===== src/design/maze_pkg.sv =====
package maze_pkg;

    typedef logic [9:0] coord_t;

    localparam int     SPRITE_SIZE = 16;
    localparam coord_t STEP        = 10;
    localparam coord_t START_X     = 16;
    localparam coord_t START_Y     = 72;

    // Offsets from the near corner
    localparam coord_t FAR_OFS = coord_t'(SPRITE_SIZE - 1);
    localparam coord_t MID_OFS = coord_t'((SPRITE_SIZE - 1) / 2);

    typedef struct packed {
        coord_t x_lo;
        coord_t x_hi;
        coord_t y_lo;
        coord_t y_hi;
    } wall_t;

    // 31 horizontal and 33 vertical segments
    localparam int WALL_COUNT = 64;

    localparam wall_t WALLS [WALL_COUNT] = '{
        //////////////////////////////
        // Horizontal segments
        '{ 16, 463,  16,  23},
        '{ 16, 143,  56,  63},
        '{256, 383,  56,  63},
        '{ 16, 103,  96, 103},
        '{176, 303,  96, 103},
        '{336, 383,  96, 103},
        '{ 56, 103, 136, 143},
        '{136, 263, 136, 143},
        '{296, 343, 136, 143},
        '{376, 423, 136, 143},
        '{ 56, 103, 176, 183},
        '{216, 303, 176, 183},
        '{416, 463, 176, 183},
        '{ 96, 183, 216, 223},
        '{336, 383, 216, 223},
        '{ 16,  63, 256, 263},
        '{136, 223, 256, 263},
        '{296, 343, 256, 263},
        '{376, 423, 256, 263},
        '{136, 183, 296, 303},
        '{216, 263, 296, 303},
        '{336, 463, 296, 303},
        '{ 96, 143, 336, 343},
        '{256, 343, 336, 343},
        '{376, 423, 336, 343},
        '{ 96, 183, 376, 383},
        '{336, 463, 376, 383},
        '{136, 223, 416, 423},
        '{256, 303, 416, 423},
        '{376, 463, 416, 423},
        '{ 16, 463, 456, 463},
        //////////////////////////////
        // Vertical segments
        '{ 16,  23,  16,  63},
        '{ 16,  23,  96, 463},
        '{ 56,  63, 176, 263},
        '{ 56,  63, 296, 463},
        '{ 96, 103, 136, 183},
        '{ 96, 103, 216, 343},
        '{ 96, 103, 376, 423},
        '{136, 143,  96, 183},
        '{136, 143, 256, 303},
        '{136, 143, 416, 463},
        '{176, 183,  56, 103},
        '{176, 183, 136, 223},
        '{176, 183, 296, 423},
        '{216, 223,  16,  63},
        '{216, 223, 176, 223},
        '{216, 223, 256, 383},
        '{256, 263,  56, 143},
        '{256, 263, 176, 303},
        '{256, 263, 336, 423},
        '{296, 303, 136, 183},
        '{296, 303, 216, 303},
        '{296, 303, 336, 383},
        '{336, 343, 136, 183},
        '{336, 343, 256, 343},
        '{336, 343, 416, 463},
        '{376, 383,  16,  63},
        '{376, 383,  96, 183},
        '{376, 383, 216, 263},
        '{376, 383, 336, 383},
        '{416, 423,  16, 143},
        '{416, 423, 176, 263},
        '{456, 463,  16, 383},
        '{456, 463, 416, 463}
    };

endpackage


===== src/design/move_pkg.sv =====
package move_pkg;

    typedef enum logic [2:0] {
        DIR_NONE,
        DIR_LEFT,
        DIR_RIGHT,
        DIR_UP,
        DIR_DOWN
    } dir_t;

    // Animate cycles between button samples
    localparam int STEP_PERIOD = 8;

    typedef logic [$clog2(STEP_PERIOD)-1:0] step_cnt_t;

endpackage


===== src/design/move_if.sv =====
interface move_if
    import maze_pkg::*, move_pkg::*;
();

    // Request from decode
    logic   req_valid;
    dir_t   req_dir;
    coord_t probe_a;
    coord_t probe_b;
    coord_t probe_c;
    coord_t probe_y;

    // Verdict from wall check
    logic   vrd_valid;
    dir_t   vrd_dir;
    logic   vrd_blocked;

    modport decode (
        output req_valid, req_dir, probe_a, probe_b, probe_c, probe_y
    );

    modport check (
        input  req_valid, req_dir, probe_a, probe_b, probe_c, probe_y,
        output vrd_valid, vrd_dir, vrd_blocked
    );

    modport update (
        input vrd_valid, vrd_dir, vrd_blocked
    );

endinterface


===== src/design/move_decode.sv =====
module move_decode
    import maze_pkg::*, move_pkg::*;
(
    input  logic   animate,
    input  logic   rst,
    input  logic   left,
    input  logic   right,
    input  logic   up,
    input  logic   down,
    input  coord_t cur_x,
    input  coord_t cur_y,
    move_if.decode req
);

    step_cnt_t cnt;
    logic      tick;
    dir_t      dir;
    coord_t    pa;
    coord_t    pb;
    coord_t    pc;
    coord_t    py;

    assign tick = (cnt == step_cnt_t'(STEP_PERIOD - 1));

    always_ff @(posedge animate)
    begin
        if (rst || tick)
            cnt <= '0;
        else
            cnt <= cnt + 1'b1;
    end

    // Opposite pair pressed together falls through to the next pair
    always_comb
    begin
        if (left && !right)
            dir = DIR_LEFT;
        else if (right && !left)
            dir = DIR_RIGHT;
        else if (up && !down)
            dir = DIR_UP;
        else if (down && !up)
            dir = DIR_DOWN;
        else
            dir = DIR_NONE;
    end

    //////////////////////////////
    // Probe points at the new position
    always_comb
    begin
        pa = cur_x;
        pb = cur_x;
        pc = cur_x;
        py = cur_y;
        case (dir)
            DIR_LEFT:
            begin
                pa = cur_x - STEP;
                pb = cur_x + MID_OFS - STEP;
                pc = cur_x + FAR_OFS - STEP;
            end
            DIR_RIGHT:
            begin
                pa = cur_x + STEP;
                pb = cur_x + MID_OFS + STEP;
                pc = cur_x + FAR_OFS + STEP;
            end
            // Up moves toward larger y
            DIR_UP:   py = cur_y + FAR_OFS + STEP;
            DIR_DOWN: py = cur_y - STEP;
            default:  ;
        endcase
    end

    always_ff @(posedge animate)
    begin
        if (rst)
            req.req_valid <= 1'b0;
        else
            req.req_valid <= tick && (dir != DIR_NONE);
    end

    always_ff @(posedge animate)
    begin
        if (tick)
        begin
            req.req_dir <= dir;
            req.probe_a <= pa;
            req.probe_b <= pb;
            req.probe_c <= pc;
            req.probe_y <= py;
        end
    end

endmodule


===== src/design/wall_check.sv =====
module wall_check
    import maze_pkg::*, move_pkg::*;
(
    input  logic  animate,
    input  logic  rst,
    move_if.check chk
);

    logic blocked;

    // Inclusive in both axes
    function automatic logic hits_wall(input coord_t px, input coord_t py);
        logic hit;
        hit = 1'b0;
        for (int i = 0; i < WALL_COUNT; i++)
        begin
            if (px >= WALLS[i].x_lo && px <= WALLS[i].x_hi &&
                py >= WALLS[i].y_lo && py <= WALLS[i].y_hi)
            begin
                hit = 1'b1;
            end
        end
        return hit;
    endfunction

    assign blocked = hits_wall(chk.probe_a, chk.probe_y)
                   | hits_wall(chk.probe_b, chk.probe_y)
                   | hits_wall(chk.probe_c, chk.probe_y);

    always_ff @(posedge animate)
    begin
        if (rst)
            chk.vrd_valid <= 1'b0;
        else
            chk.vrd_valid <= chk.req_valid;
    end

    always_ff @(posedge animate)
    begin
        if (chk.req_valid)
        begin
            chk.vrd_dir     <= chk.req_dir;
            chk.vrd_blocked <= blocked;
        end
    end

endmodule


===== src/design/position_update.sv =====
module position_update
    import maze_pkg::*, move_pkg::*;
(
    input  logic   animate,
    input  logic   rst,
    move_if.update upd,
    output coord_t cur_x,
    output coord_t cur_y,
    output coord_t x1,
    output coord_t x2,
    output coord_t y1,
    output coord_t y2
);

    coord_t near_x;
    coord_t near_y;

    // Steps wrap modulo 1024
    always_ff @(posedge animate)
    begin
        if (rst)
        begin
            near_x <= START_X;
            near_y <= START_Y;
        end
        else if (upd.vrd_valid && !upd.vrd_blocked)
        begin
            case (upd.vrd_dir)
                DIR_LEFT:  near_x <= near_x - STEP;
                DIR_RIGHT: near_x <= near_x + STEP;
                DIR_UP:    near_y <= near_y + STEP;
                DIR_DOWN:  near_y <= near_y - STEP;
                default:   ;
            endcase
        end
    end

    //////////////////////////////
    // Sprite edges
    assign x1 = near_x;
    assign y1 = near_y;
    assign x2 = near_x + FAR_OFS;
    assign y2 = near_y + FAR_OFS;

    assign cur_x = near_x;
    assign cur_y = near_y;

endmodule


===== src/design/maze_mover.sv =====
module maze_mover
    import maze_pkg::*;
(
    input  logic   animate,
    input  logic   rst,
    input  logic   left,
    input  logic   right,
    input  logic   up,
    input  logic   down,
    output coord_t x1,
    output coord_t x2,
    output coord_t y1,
    output coord_t y2
);

    coord_t cur_x;
    coord_t cur_y;

    move_if u_move_if ();

    // Buttons to probe request
    move_decode u_move_decode (
        .animate (animate),
        .rst     (rst),
        .left    (left),
        .right   (right),
        .up      (up),
        .down    (down),
        .cur_x   (cur_x),
        .cur_y   (cur_y),
        .req     (u_move_if.decode)
    );

    wall_check u_wall_check (
        .animate (animate),
        .rst     (rst),
        .chk     (u_move_if.check)
    );

    position_update u_position_update (
        .animate (animate),
        .rst     (rst),
        .upd     (u_move_if.update),
        .cur_x   (cur_x),
        .cur_y   (cur_y),
        .x1      (x1),
        .x2      (x2),
        .y1      (y1),
        .y2      (y2)
    );

endmodule


===== config.mk =====
export PLATFORM = sky130hd
export DESIGN_NAME = maze_mover
export DESIGN_NICKNAME = d
export VERILOG_FILES = /design/src/design/maze_pkg.sv /design/src/design/move_pkg.sv /design/src/design/move_if.sv /design/src/design/move_decode.sv /design/src/design/wall_check.sv /design/src/design/position_update.sv /design/src/design/maze_mover.sv
export SDC_FILE = /design/constraint.sdc
export NUM_CORES = 1
export LEC_CHECK = 0
export ABC_AREA = 1
export BUFFER_PORTS_ARGS = -buffer_cell sky130_fd_sc_hd__buf_2
export CORE_ASPECT_RATIO = 0.7
export CORE_MARGIN = 5
export CORE_UTILIZATION = 38
export DETAILED_ROUTE_END_ITERATION = 7
export GPL_TIMING_DRIVEN = 0
export PLACE_DENSITY_LB_ADDON = 0.3
export SLEW_MARGIN = 10
export SYNTH_ARGS = -nofsm -noshare
export SYNTH_HDL_FRONTEND = slang
export SYNTH_SLANG_ARGS = --single-unit

===== constraint.sdc =====
create_clock -name animate -period 5.4 [get_ports animate]
set_input_delay 1.08 -clock animate [delete_from_list [all_inputs] [get_ports animate]]
set_output_delay 1.08 -clock animate [all_outputs]
set_load 0.01 [all_outputs]

==> results of run 1 <==
==> metrics by stage <==
step                instances  cell area [sq um]  total power, mW  hold slack [ns]
floorplan                1152               6720            0.556            0.397
global placement         1423               7210            0.584            0.401
detailed placement       1423               7210            0.585            0.406
CTS                      1439               7510             1.17            0.420
global route             1439               7510             1.21            0.426
finish                   1439               7510             1.16            0.417
==> worst max-delay path, cell delays in order <==
cell and delay, ns:
buf_2 0.09, inv_1 0.04, ha_1 0.26, clkbuf_2 0.20, inv_2 0.32, ha_1 0.30
a21oi_1 0.40, o21bai_1 0.13, nand2_1 0.09, nand2_1 0.06, a21oi_1 0.15, xor2_1 0.15
o21ai_0 0.15
==> path summary, 6_finish.rpt <==
kind | end | slack [ns] | cells past startpoint
hold / removal | u_wall_check.chk.vrd_dir[0]$_DFFE_PP_ | 0.42 | 0
hold reg to reg | u_wall_check.chk.vrd_dir[0]$_DFFE_PP_ | 0.42 | 0
setup / recovery | u_move_decode.req.probe_b[6]$_DFFE_PP_ | 2.01 | 13
setup reg to reg | u_move_decode.req.probe_c[9]$_DFFE_PP_ | 2.48 | 13
==> kinds of logic after synthesis <==
| group | after synthesis | synth area share (%) |
|---|---|---|
| AND/OR/NAND/NOR | 677 | 42.6 |
| AO/OA/AOI/OAI | 164 | 13.9 |
| buffers and inverters | 180 | 10.5 |
| adder cells (fa/ha/maj) | 21 | 3.91 |
| XOR/XNOR | 48 | 6.49 |
| flip-flops | 58 | 22.5 |
| other | 2 | 0.112 |
==> state kept, by name, indices dropped and copies added (netlist names) <==
| signal | flops |
|---|---|
| u_move_decode.req.probe_b | 7 |
| u_move_decode.req.probe_c | 7 |
| u_wall_check.chk.vrd_dir | 3 |
| u_move_decode.req.probe_a | 7 |
| u_wall_check.chk.vrd_valid | 1 |
| u_position_update.cur_x | 9 |
| u_wall_check.chk.vrd_blocked | 1 |
| u_move_decode.req.req_dir | 3 |
| u_position_update.cur_y | 9 |
| u_move_decode.req.probe_y | 7 |
| u_move_decode.cnt | 3 |
| u_move_decode.req.req_valid | 1 |
==> synthesized netlist by cell type (5+ instances only) <==
| cell | n | area share, % |
|---|---|---|
| nand2_1 | 385 | 22 |
| inv_1 | 140 | 7.8 |
| o21ai_2 | 5 | 0.65 |
| o21ai_1 | 9 | 0.67 |
| nand4_1 | 22 | 2.1 |
| buf_2 | 5 | 0.37 |
| edfxtp_1 | 35 | 16 |
| o21ai_0 | 68 | 5.1 |
| nand3_1 | 86 | 6.4 |
| nor2_2 | 6 | 0.56 |
| dfxtp_1 | 23 | 6.9 |
| nor2_1 | 139 | 7.8 |
| inv_2 | 14 | 0.78 |
| nor2_4 | 7 | 1.2 |
| clkbuf_1 | 11 | 0.62 |
| buf_4 | 5 | 0.56 |
| xor2_1 | 42 | 5.5 |
| o221ai_1 | 5 | 0.65 |
| ha_1 | 21 | 3.9 |
| nor3_1 | 11 | 0.82 |
| a21oi_1 | 45 | 3.4 |
| nand2_2 | 9 | 0.84 |
| o211ai_1 | 15 | 1.7 |
==> report_power, final <==
group	internal (mW)	switching, mW
Combinational	0.0335	0.0690
Sequential	0.473	0.00191
Clock	0.360	0.225
Total	0.867	0.296
==> per-layer routing <==
| layer | track usage (%) | up-vias |
|---|---|---|
| met5 | 0 | - |
| met4 | 4.92 | 0 |
| met3 | 5.11 | 32 |
| met2 | 30.6 | 347 |
| met1 | 32.5 | 3343 |
| li1 | - | 3815 |
==> layout make-up <==
class                      count  area [sq um]  area share (%)
inverter                     157           589            7.84
clock buffer                   9           225            3.00
sequential                    58          1510            20.1
clock inverter                 7          78.8            1.05
tap                          231           289            3.85
timing repair buffer          40           200            2.66
multi-input combinational    914          4510            60.0
buffer                        23           113            1.50
==> results_dict.tcl, run 1 <==
set metrics [dict create \
    via_per_inst 5.24 \
    num_io_pins 46 \
    postCtsHoldBufs 0 \
    met3WireLength_um 2240 \
    wl_met1_um 10700 \
    start_kind "primary input" \
    ys_ff_latch 58 \
    drc 0 \
    fin_setup_tns_ns 0 \
    crit_path_max_fanout 18 \
    clock_latency_ns 0.34 \
    drive_gt1_share_pct 9.69 \
    nFillCells 1900 \
    cts_max_level 3 \
    fin_crit_sh_pct 62.8 \
    numCtsBuffers 9 \
    antennaDiodeCount 0 \
    syn_inst 1150 \
    maxSlewViolCount 0 \
    yosysWarnings 0 \
    antenna_found_initial 0 \
    wire_per_inst_um 15.2 \
    final_antenna_net_count 0 \
    drt-initial-drc-count 896 \
    fin_skew_ns 0.00928 \
    gp_congestion 0.961 \
    dr.max_layer_used "met4" \
    worstHoldPathType "reg -> reg" \
    critPathLaunch "left" \
    status "completed" \
    synth-main-ff-cell "edfxtp_1" \
    die-area_sq_mm 0.0205 \
    worst_slack_ns 2.01 \
    leakagePower_nw 3.87 \
    post_cts_buffers 0 \
    die_w_um 169 \
    synth_area_sq_mm 0.00671 \
    synth_edf_count 35 \
    grt_pass1_vias 6835 \
    final_cell_mix "nand2_1, inv_1, nor2_1" \
    async_flop_share_pct 0 \
    fmax_ghz 0.295 \
    root_buffer "clkbuf_16" \
    portBuffers 40 \
    clkSinkCount 58 \
    grt.total_usage_pct 21.5 \
    worstSetupPathType "in -> reg" \
    hold_violations 0 \
    maxCapViolations 0 \
    yosysSeqAreaShare_pct 22.5 \
    vias 7537 \
    worstHoldStart "u_move_decode.req.req_dir[0]$_DFFE_PP_" \
    grt_pass1_wl_um 35500 \
    avgSynthCellArea_sq_um 5.84 \
    grt_setup_unrepaired "false" \
    die_h_um 121 \
    num_rows 40 \
    fin_crit_ns 3.39 \
    dr_wl_met2_um 8640 \
    setup_violations 0 \
    worstPathArrival_ns 3.43 \
    yosysUniqueCellTypes 43 \
    final_util_pct 43.5 \
    dp_hpwl_um 18000 \
    core-area_sq_mm 0.0173 \
    ctsResizeCount 0 \
    floorplan.initialDensity_pct 38.9 \
    clk_path_buf_depth 2 \
    fin_nets 1230 \
    syn_to_final_growth_pct 12.0 \
    grt_max_degree 34 \
    ir_worst_vdd_mv 0.147 \
    relSlewSlack_pct 46.6 \
    reg2reg_from "u_position_update.cur_x[1]$_SDFFE_PP0P_" \
    cp.required_ns 5.44 \
    firstDrtPassIters 6 \
    cp-end-kind "register" \
    final_common_cell "nand2_1" \
    cts.clk_slew.worst_paths_ns 0.06 \
    cts_tree "yes" \
    worstMarginPinSlew_ns 0.800 \
    grt_overflow_total 0 \
    totalWireLength_um 21900 \
    power_density_mw_per_mm2 155 \
    dp_slack_ns 1.69 \
]
Note: power is estimated with default switching activity, not from simulation.
==> run 2: changes to the inputs <==
==> constraint.sdc (replaced) <==
create_clock -name animate -period 3.2 [get_ports animate]
set_input_delay 0.64 -clock animate [delete_from_list [all_inputs] [get_ports animate]]
set_output_delay 0.64 -clock animate [all_outputs]
set_load 0.01 [all_outputs]
==> run 2 against run 1 <==
Clock skew is essentially flat; first-iteration DRC count grew 1.0%; worst hold slack is essentially flat; count of clock-buffer cells in the layout is the same; critical endpoint is now u_move_decode.req.probe_c[9]$_DFFE_PP_; largest power group unchanged; highest routed layer unchanged.
==> results_dict.tcl, run 2 (synthesis results as in run 1) <==
set metrics [dict create \
    num_rows 40 \
    power_density_mw_per_mm2 261 \
    grt_setup_unrepaired "false" \
    numCtsBuffers 9 \
    dpl-instance-area_sq_mm 0.00721 \
    post_cts_buffers 0 \
    root_buffer "clkbuf_16" \
    fin_nets 1230 \
    final_antenna_net_count 0 \
    clk_path_buf_depth 2 \
    worstPathArrival_ns 3.04 \
    crit_path_max_fanout 6 \
    hold_ws_ns 0.417 \
    final_common_cell "nand2_1" \
    worstMarginPinSlew_ns 0.799 \
    syn_to_final_growth_pct 12.0 \
    grt_overflow_total 0 \
    via_per_inst 5.24 \
    core-area_sq_mm 0.0173 \
    vias 7542 \
    status "completed" \
    cp-end-kind "register" \
    worstSetupPathType "reg -> reg" \
    fin_skew_ns 0.00939 \
    drt-initial-drc-count 905 \
    stdcell_area_sq_mm 0.00752 \
    ctsResizeCount 0 \
    clkSinkCount 58 \
    postCtsHoldBufs 0 \
    die-area_sq_mm 0.0205 \
    leakagePower_nw 3.87 \
    num_io_pins 46 \
    cts_max_level 3 \
    final_util_pct 43.5 \
    fin_crit_sh_pct 91.8 \
    drive_gt1_share_pct 9.77 \
    fmax_ghz 0.340 \
    gp_congestion 0.961 \
    start_kind "register" \
    cts.clk_slew.worst_paths_ns 0.06 \
    dp_hpwl_um 18000 \
    hold_violations 0 \
    fin_crit_ns 2.94 \
    grt_pass1_wl_um 35500 \
    die_w_um 169 \
    maxCapViolations 0 \
    final_cell_mix "nand2_1, inv_1, nor2_1" \
    floorplan.initialDensity_pct 38.9 \
    cp.required_ns 3.30 \
    cts_tree "yes" \
    nFillCells 1899 \
    die_h_um 121 \
    antenna_found_initial 0 \
    portBuffers 40 \
    setup_violations 0 \
    relSlewSlack_pct 46.7 \
    totalWireLength_um 21900 \
    maxSlewViolCount 0 \
    antennaDiodeCount 0 \
    drc 0 \
    wire_per_inst_um 15.2 \
    clock_latency_ns 0.34 \
    grt_max_degree 34 \
    worstHoldPathType "reg -> reg" \
    grt_pass1_vias 6835 \
    firstDrtPassIters 6 \
    grt.total_usage_pct 21.5 \
    ir_worst_vdd_mv 0.249 \
    fin_setup_tns_ns 0 \
]
==> run 2: cell types whose count changed in the layout (fill, tap and decap cells not counted) <==
| cell | delta |
|---|---|
| a21oi_1 | -1 |
| a21oi_2 | +1 |
==> run 2: layer usage <==
| layer | global-route usage [%] | up-vias | wire length [um] |
|---|---|---|---|
| met3 | 5.11 | 34 | 2240 |
| li1 | - | 3816 | - |
| met1 | 32.5 | 3342 | 10700 |
| met5 | 0 | - | 0 |
| met4 | 4.92 | 0 | 340 |
| met2 | 30.6 | 350 | 8600 |
==> run 2: through the flow <==
stage / worst slack (ns) / power [mW] / std cells
after floorplan: 0.632 / 0.939 / 1152
after global routing: 0.0657 / 2.03 / 1439
after global placement: -0.0779 / 0.985 / 1423
after CTS: 0.270 / 1.98 / 1439
after detailed placement: -0.0748 / 0.987 / 1423
final: 0.261 / 1.96 / 1439
==> run 2: layout make-up <==
| cell class | instances | area (sq um) | share of cell area, % |
|---|---|---|---|
| tap | 231 | 289 | 3.84 |
| multi-input combinational | 914 | 4510 | 60.0 |
| sequential | 58 | 1510 | 20.1 |
| clock inverter | 7 | 78.8 | 1.05 |
| clock buffer | 9 | 225 | 3.00 |
| timing repair buffer | 40 | 200 | 2.66 |
| buffer | 23 | 113 | 1.50 |
| inverter | 157 | 589 | 7.84 |
==> run 2: path summary, 6_finish.rpt <==
kind	start	end	slack (ns)	cells past startpoint
hold / removal	u_move_decode.req.req_dir[0]$_DFFE_PP_	u_wall_check.chk.vrd_dir[0]$_DFFE_PP_	0.42	0
setup / recovery	u_position_update.cur_x[1]$_SDFFE_PP0P_	u_move_decode.req.probe_c[9]$_DFFE_PP_	0.26	13
setup reg to reg	u_position_update.cur_x[1]$_SDFFE_PP0P_	u_move_decode.req.probe_c[9]$_DFFE_PP_	0.26	13
hold reg to reg	u_move_decode.req.req_dir[0]$_DFFE_PP_	u_wall_check.chk.vrd_dir[0]$_DFFE_PP_	0.42	0
==> run 2: critical path, cell delays in order, from the launching register on <==
cell and delay (ns):
dfxtp_1 0.38, clkinv_1 0.18, ha_1 0.27, inv_1 0.06, nor2_1 0.04, nor2_1 0.27, inv_1 0.15, ha_1 0.34
nand2_1 0.05, o21ai_1 0.25, nand4_1 0.13, o211ai_1 0.13, xor2_1 0.09, o21ai_0 0.36
==> run 2: where the power goes <==
group	total (mW)	switching, mW	internal (mW)
combinational	0.174	0.117	0.0568
sequential	0.802	0.00322	0.799
clock	0.989	0.382	0.607
==> run 3: changes to the inputs <==
--- a/config.mk
+++ b/config.mk
@@ -13,6 +13,7 @@
 export DETAILED_ROUTE_END_ITERATION = 7
 export GPL_TIMING_DRIVEN = 0
 export PLACE_DENSITY_LB_ADDON = 0.3
+export RECOVER_POWER = 100
 export SLEW_MARGIN = 10
 export SYNTH_ARGS = -nofsm -noshare
 export SYNTH_HDL_FRONTEND = slang
==> run 3 against run 2 <==
Worst hold slack is essentially flat; final area shrank 1.1%; non-clock buffer count is the same; final cell count is the same; via count shrank 0.62%; largest cell class unchanged; highest routed layer unchanged.
==> results_dict.tcl, run 3 (synthesis results as in run 1) <==
set metrics [dict create \
    status "completed" \
    num_rows 40 \
    dpl.cell_count 1423 \
    final_cell_mix "nand2_1, nor2_1, inv_1" \
    grt_setup_unrepaired "false" \
    gp_congestion 0.961 \
    final_common_cell "nand2_1" \
    grt_pass1_vias 6835 \
    rrSetupSlack_ns 0.24 \
    die-area_sq_mm 0.0205 \
    core-area_sq_mm 0.0173 \
    via_per_inst 5.21 \
    leakagePower_nw 3.76 \
    drt-initial-drc-count 857 \
    totalWireLength_um 21900 \
    worst-path-buf-inv 3 \
    grt_overflow_total 0 \
    worst_slack_ns 0.243 \
    cts_max_level 3 \
    fin_crit_sh_pct 92.4 \
    fin_crit_ns 2.96 \
    clk_path_buf_depth 2 \
    vias 7495 \
    root_buffer "clkbuf_16" \
    cp_slowest_cell "dfxtp_1" \
    die_w_um 169 \
    dp_slack_ns -0.0748 \
    cp.required_ns 3.30 \
    worstPathCellList "clkinv_1 -> ha_1 -> inv_1 -> nor2_1 -> nor2_1 -> inv_1 -> ha_1 -> nand2_1 -> o21ai_1 -> nand4_1 -> o211ai_1 -> xor2_1 -> o21ai_0" \
    die_h_um 121 \
    hold_violations 0 \
    grt_max_degree 34 \
    antennaDiodeCount 0 \
    clock_latency_ns 0.34 \
    drc 0 \
    path_delay_family "compound AO/OA/AOI/OAI gates" \
    worstSetupPathType "reg -> reg" \
    cp-end-kind "register" \
    fin_cells 1439 \
    antenna_found_initial 0 \
    cts.clk_slew.worst_paths_ns 0.06 \
    fmax_ghz 0.338 \
    fin_nets 1230 \
    drive_gt1_share_pct 6.37 \
    cts_tree "yes" \
    worstMarginPinSlew_ns 1.49 \
    firstDrtPassIters 7 \
    grt_pass1_wl_um 35500 \
    grt.total_usage_pct 21.5 \
    dp_hpwl_um 18000 \
    dpl-instance-area_sq_mm 0.00721 \
    crit_path_max_fanout 6 \
    stdcell_area_sq_mm 0.00743 \
    power_density_mw_per_mm2 264 \
    wire_per_inst_um 15.2 \
    syn_to_final_growth_pct 10.8 \
    worstHoldPathType "reg -> reg" \
    power_mw 1.96 \
    portBuffers 40 \
    clkSinkCount 58 \
    maxSlewViolCount 0 \
    ir_worst_vdd_mv 0.248 \
    maxCapViolations 0 \
    setup_violations 0 \
    numCtsBuffers 9 \
    slowest_delay_ns 0.38 \
    fin_setup_tns_ns 0 \
    num_io_pins 46 \
    final_antenna_net_count 0 \
    floorplan.initialDensity_pct 38.9 \
    relSlewSlack_pct 0.474 \
    fin_skew_ns 0.00917 \
    post_cts_buffers 0 \
    start_kind "register" \
    worstPathArrival_ns 3.05 \
]
## run 3: through the flow
stage | hold slack (ns) | utilization (%)
finish | 0.417 | 43.1
detailed placement | 0.406 | 41.8
CTS | 0.420 | 43.5
global placement | 0.401 | 41.7
floorplan | 0.397 | -
global route | 0.426 | 43.1
## run 3: report_power, final
part / switching (mW) / internal (mW)
combinational: 0.117 / 0.0563
sequential: 0.00318 / 0.799
clock: 0.377 / 0.607
total: 0.497 / 1.46
## run 3: final timing paths
path                                                  to  cells after the start                                    start
setup / recovery  u_move_decode.req.probe_c[9]$_DFFE_PP_                     13  u_position_update.cur_x[1]$_SDFFE_PP0P_
hold / removal     u_wall_check.chk.vrd_dir[0]$_DFFE_PP_                      0   u_move_decode.req.req_dir[0]$_DFFE_PP_
setup reg to reg  u_move_decode.req.probe_c[9]$_DFFE_PP_                     13  u_position_update.cur_x[1]$_SDFFE_PP0P_
hold reg to reg    u_wall_check.chk.vrd_dir[0]$_DFFE_PP_                      0   u_move_decode.req.req_dir[0]$_DFFE_PP_
## run 3: layout make-up
cell class                 count  area [sq um]
fill                        1926          9830
multi-input combinational    914          4470
sequential                    58          1510
inverter                     157           589
tap                          231           289
clock buffer                   9           225
timing repair buffer          40           161
buffer                        23           111
clock inverter                 7          78.8
## run 3: repair_timing
item                       4_1_cts  5_1_grt
hold endpoints to repair         0        0
resized for setup                0        1
setup endpoints to repair        0        1
hold buffers                     0        0
## run 3: layer usage
layer	global-route usage [%]	wire, um
met5	0	0
met4	4.92	354
met3	5.11	2220
met2	30.6	8630
met1	32.5	10700
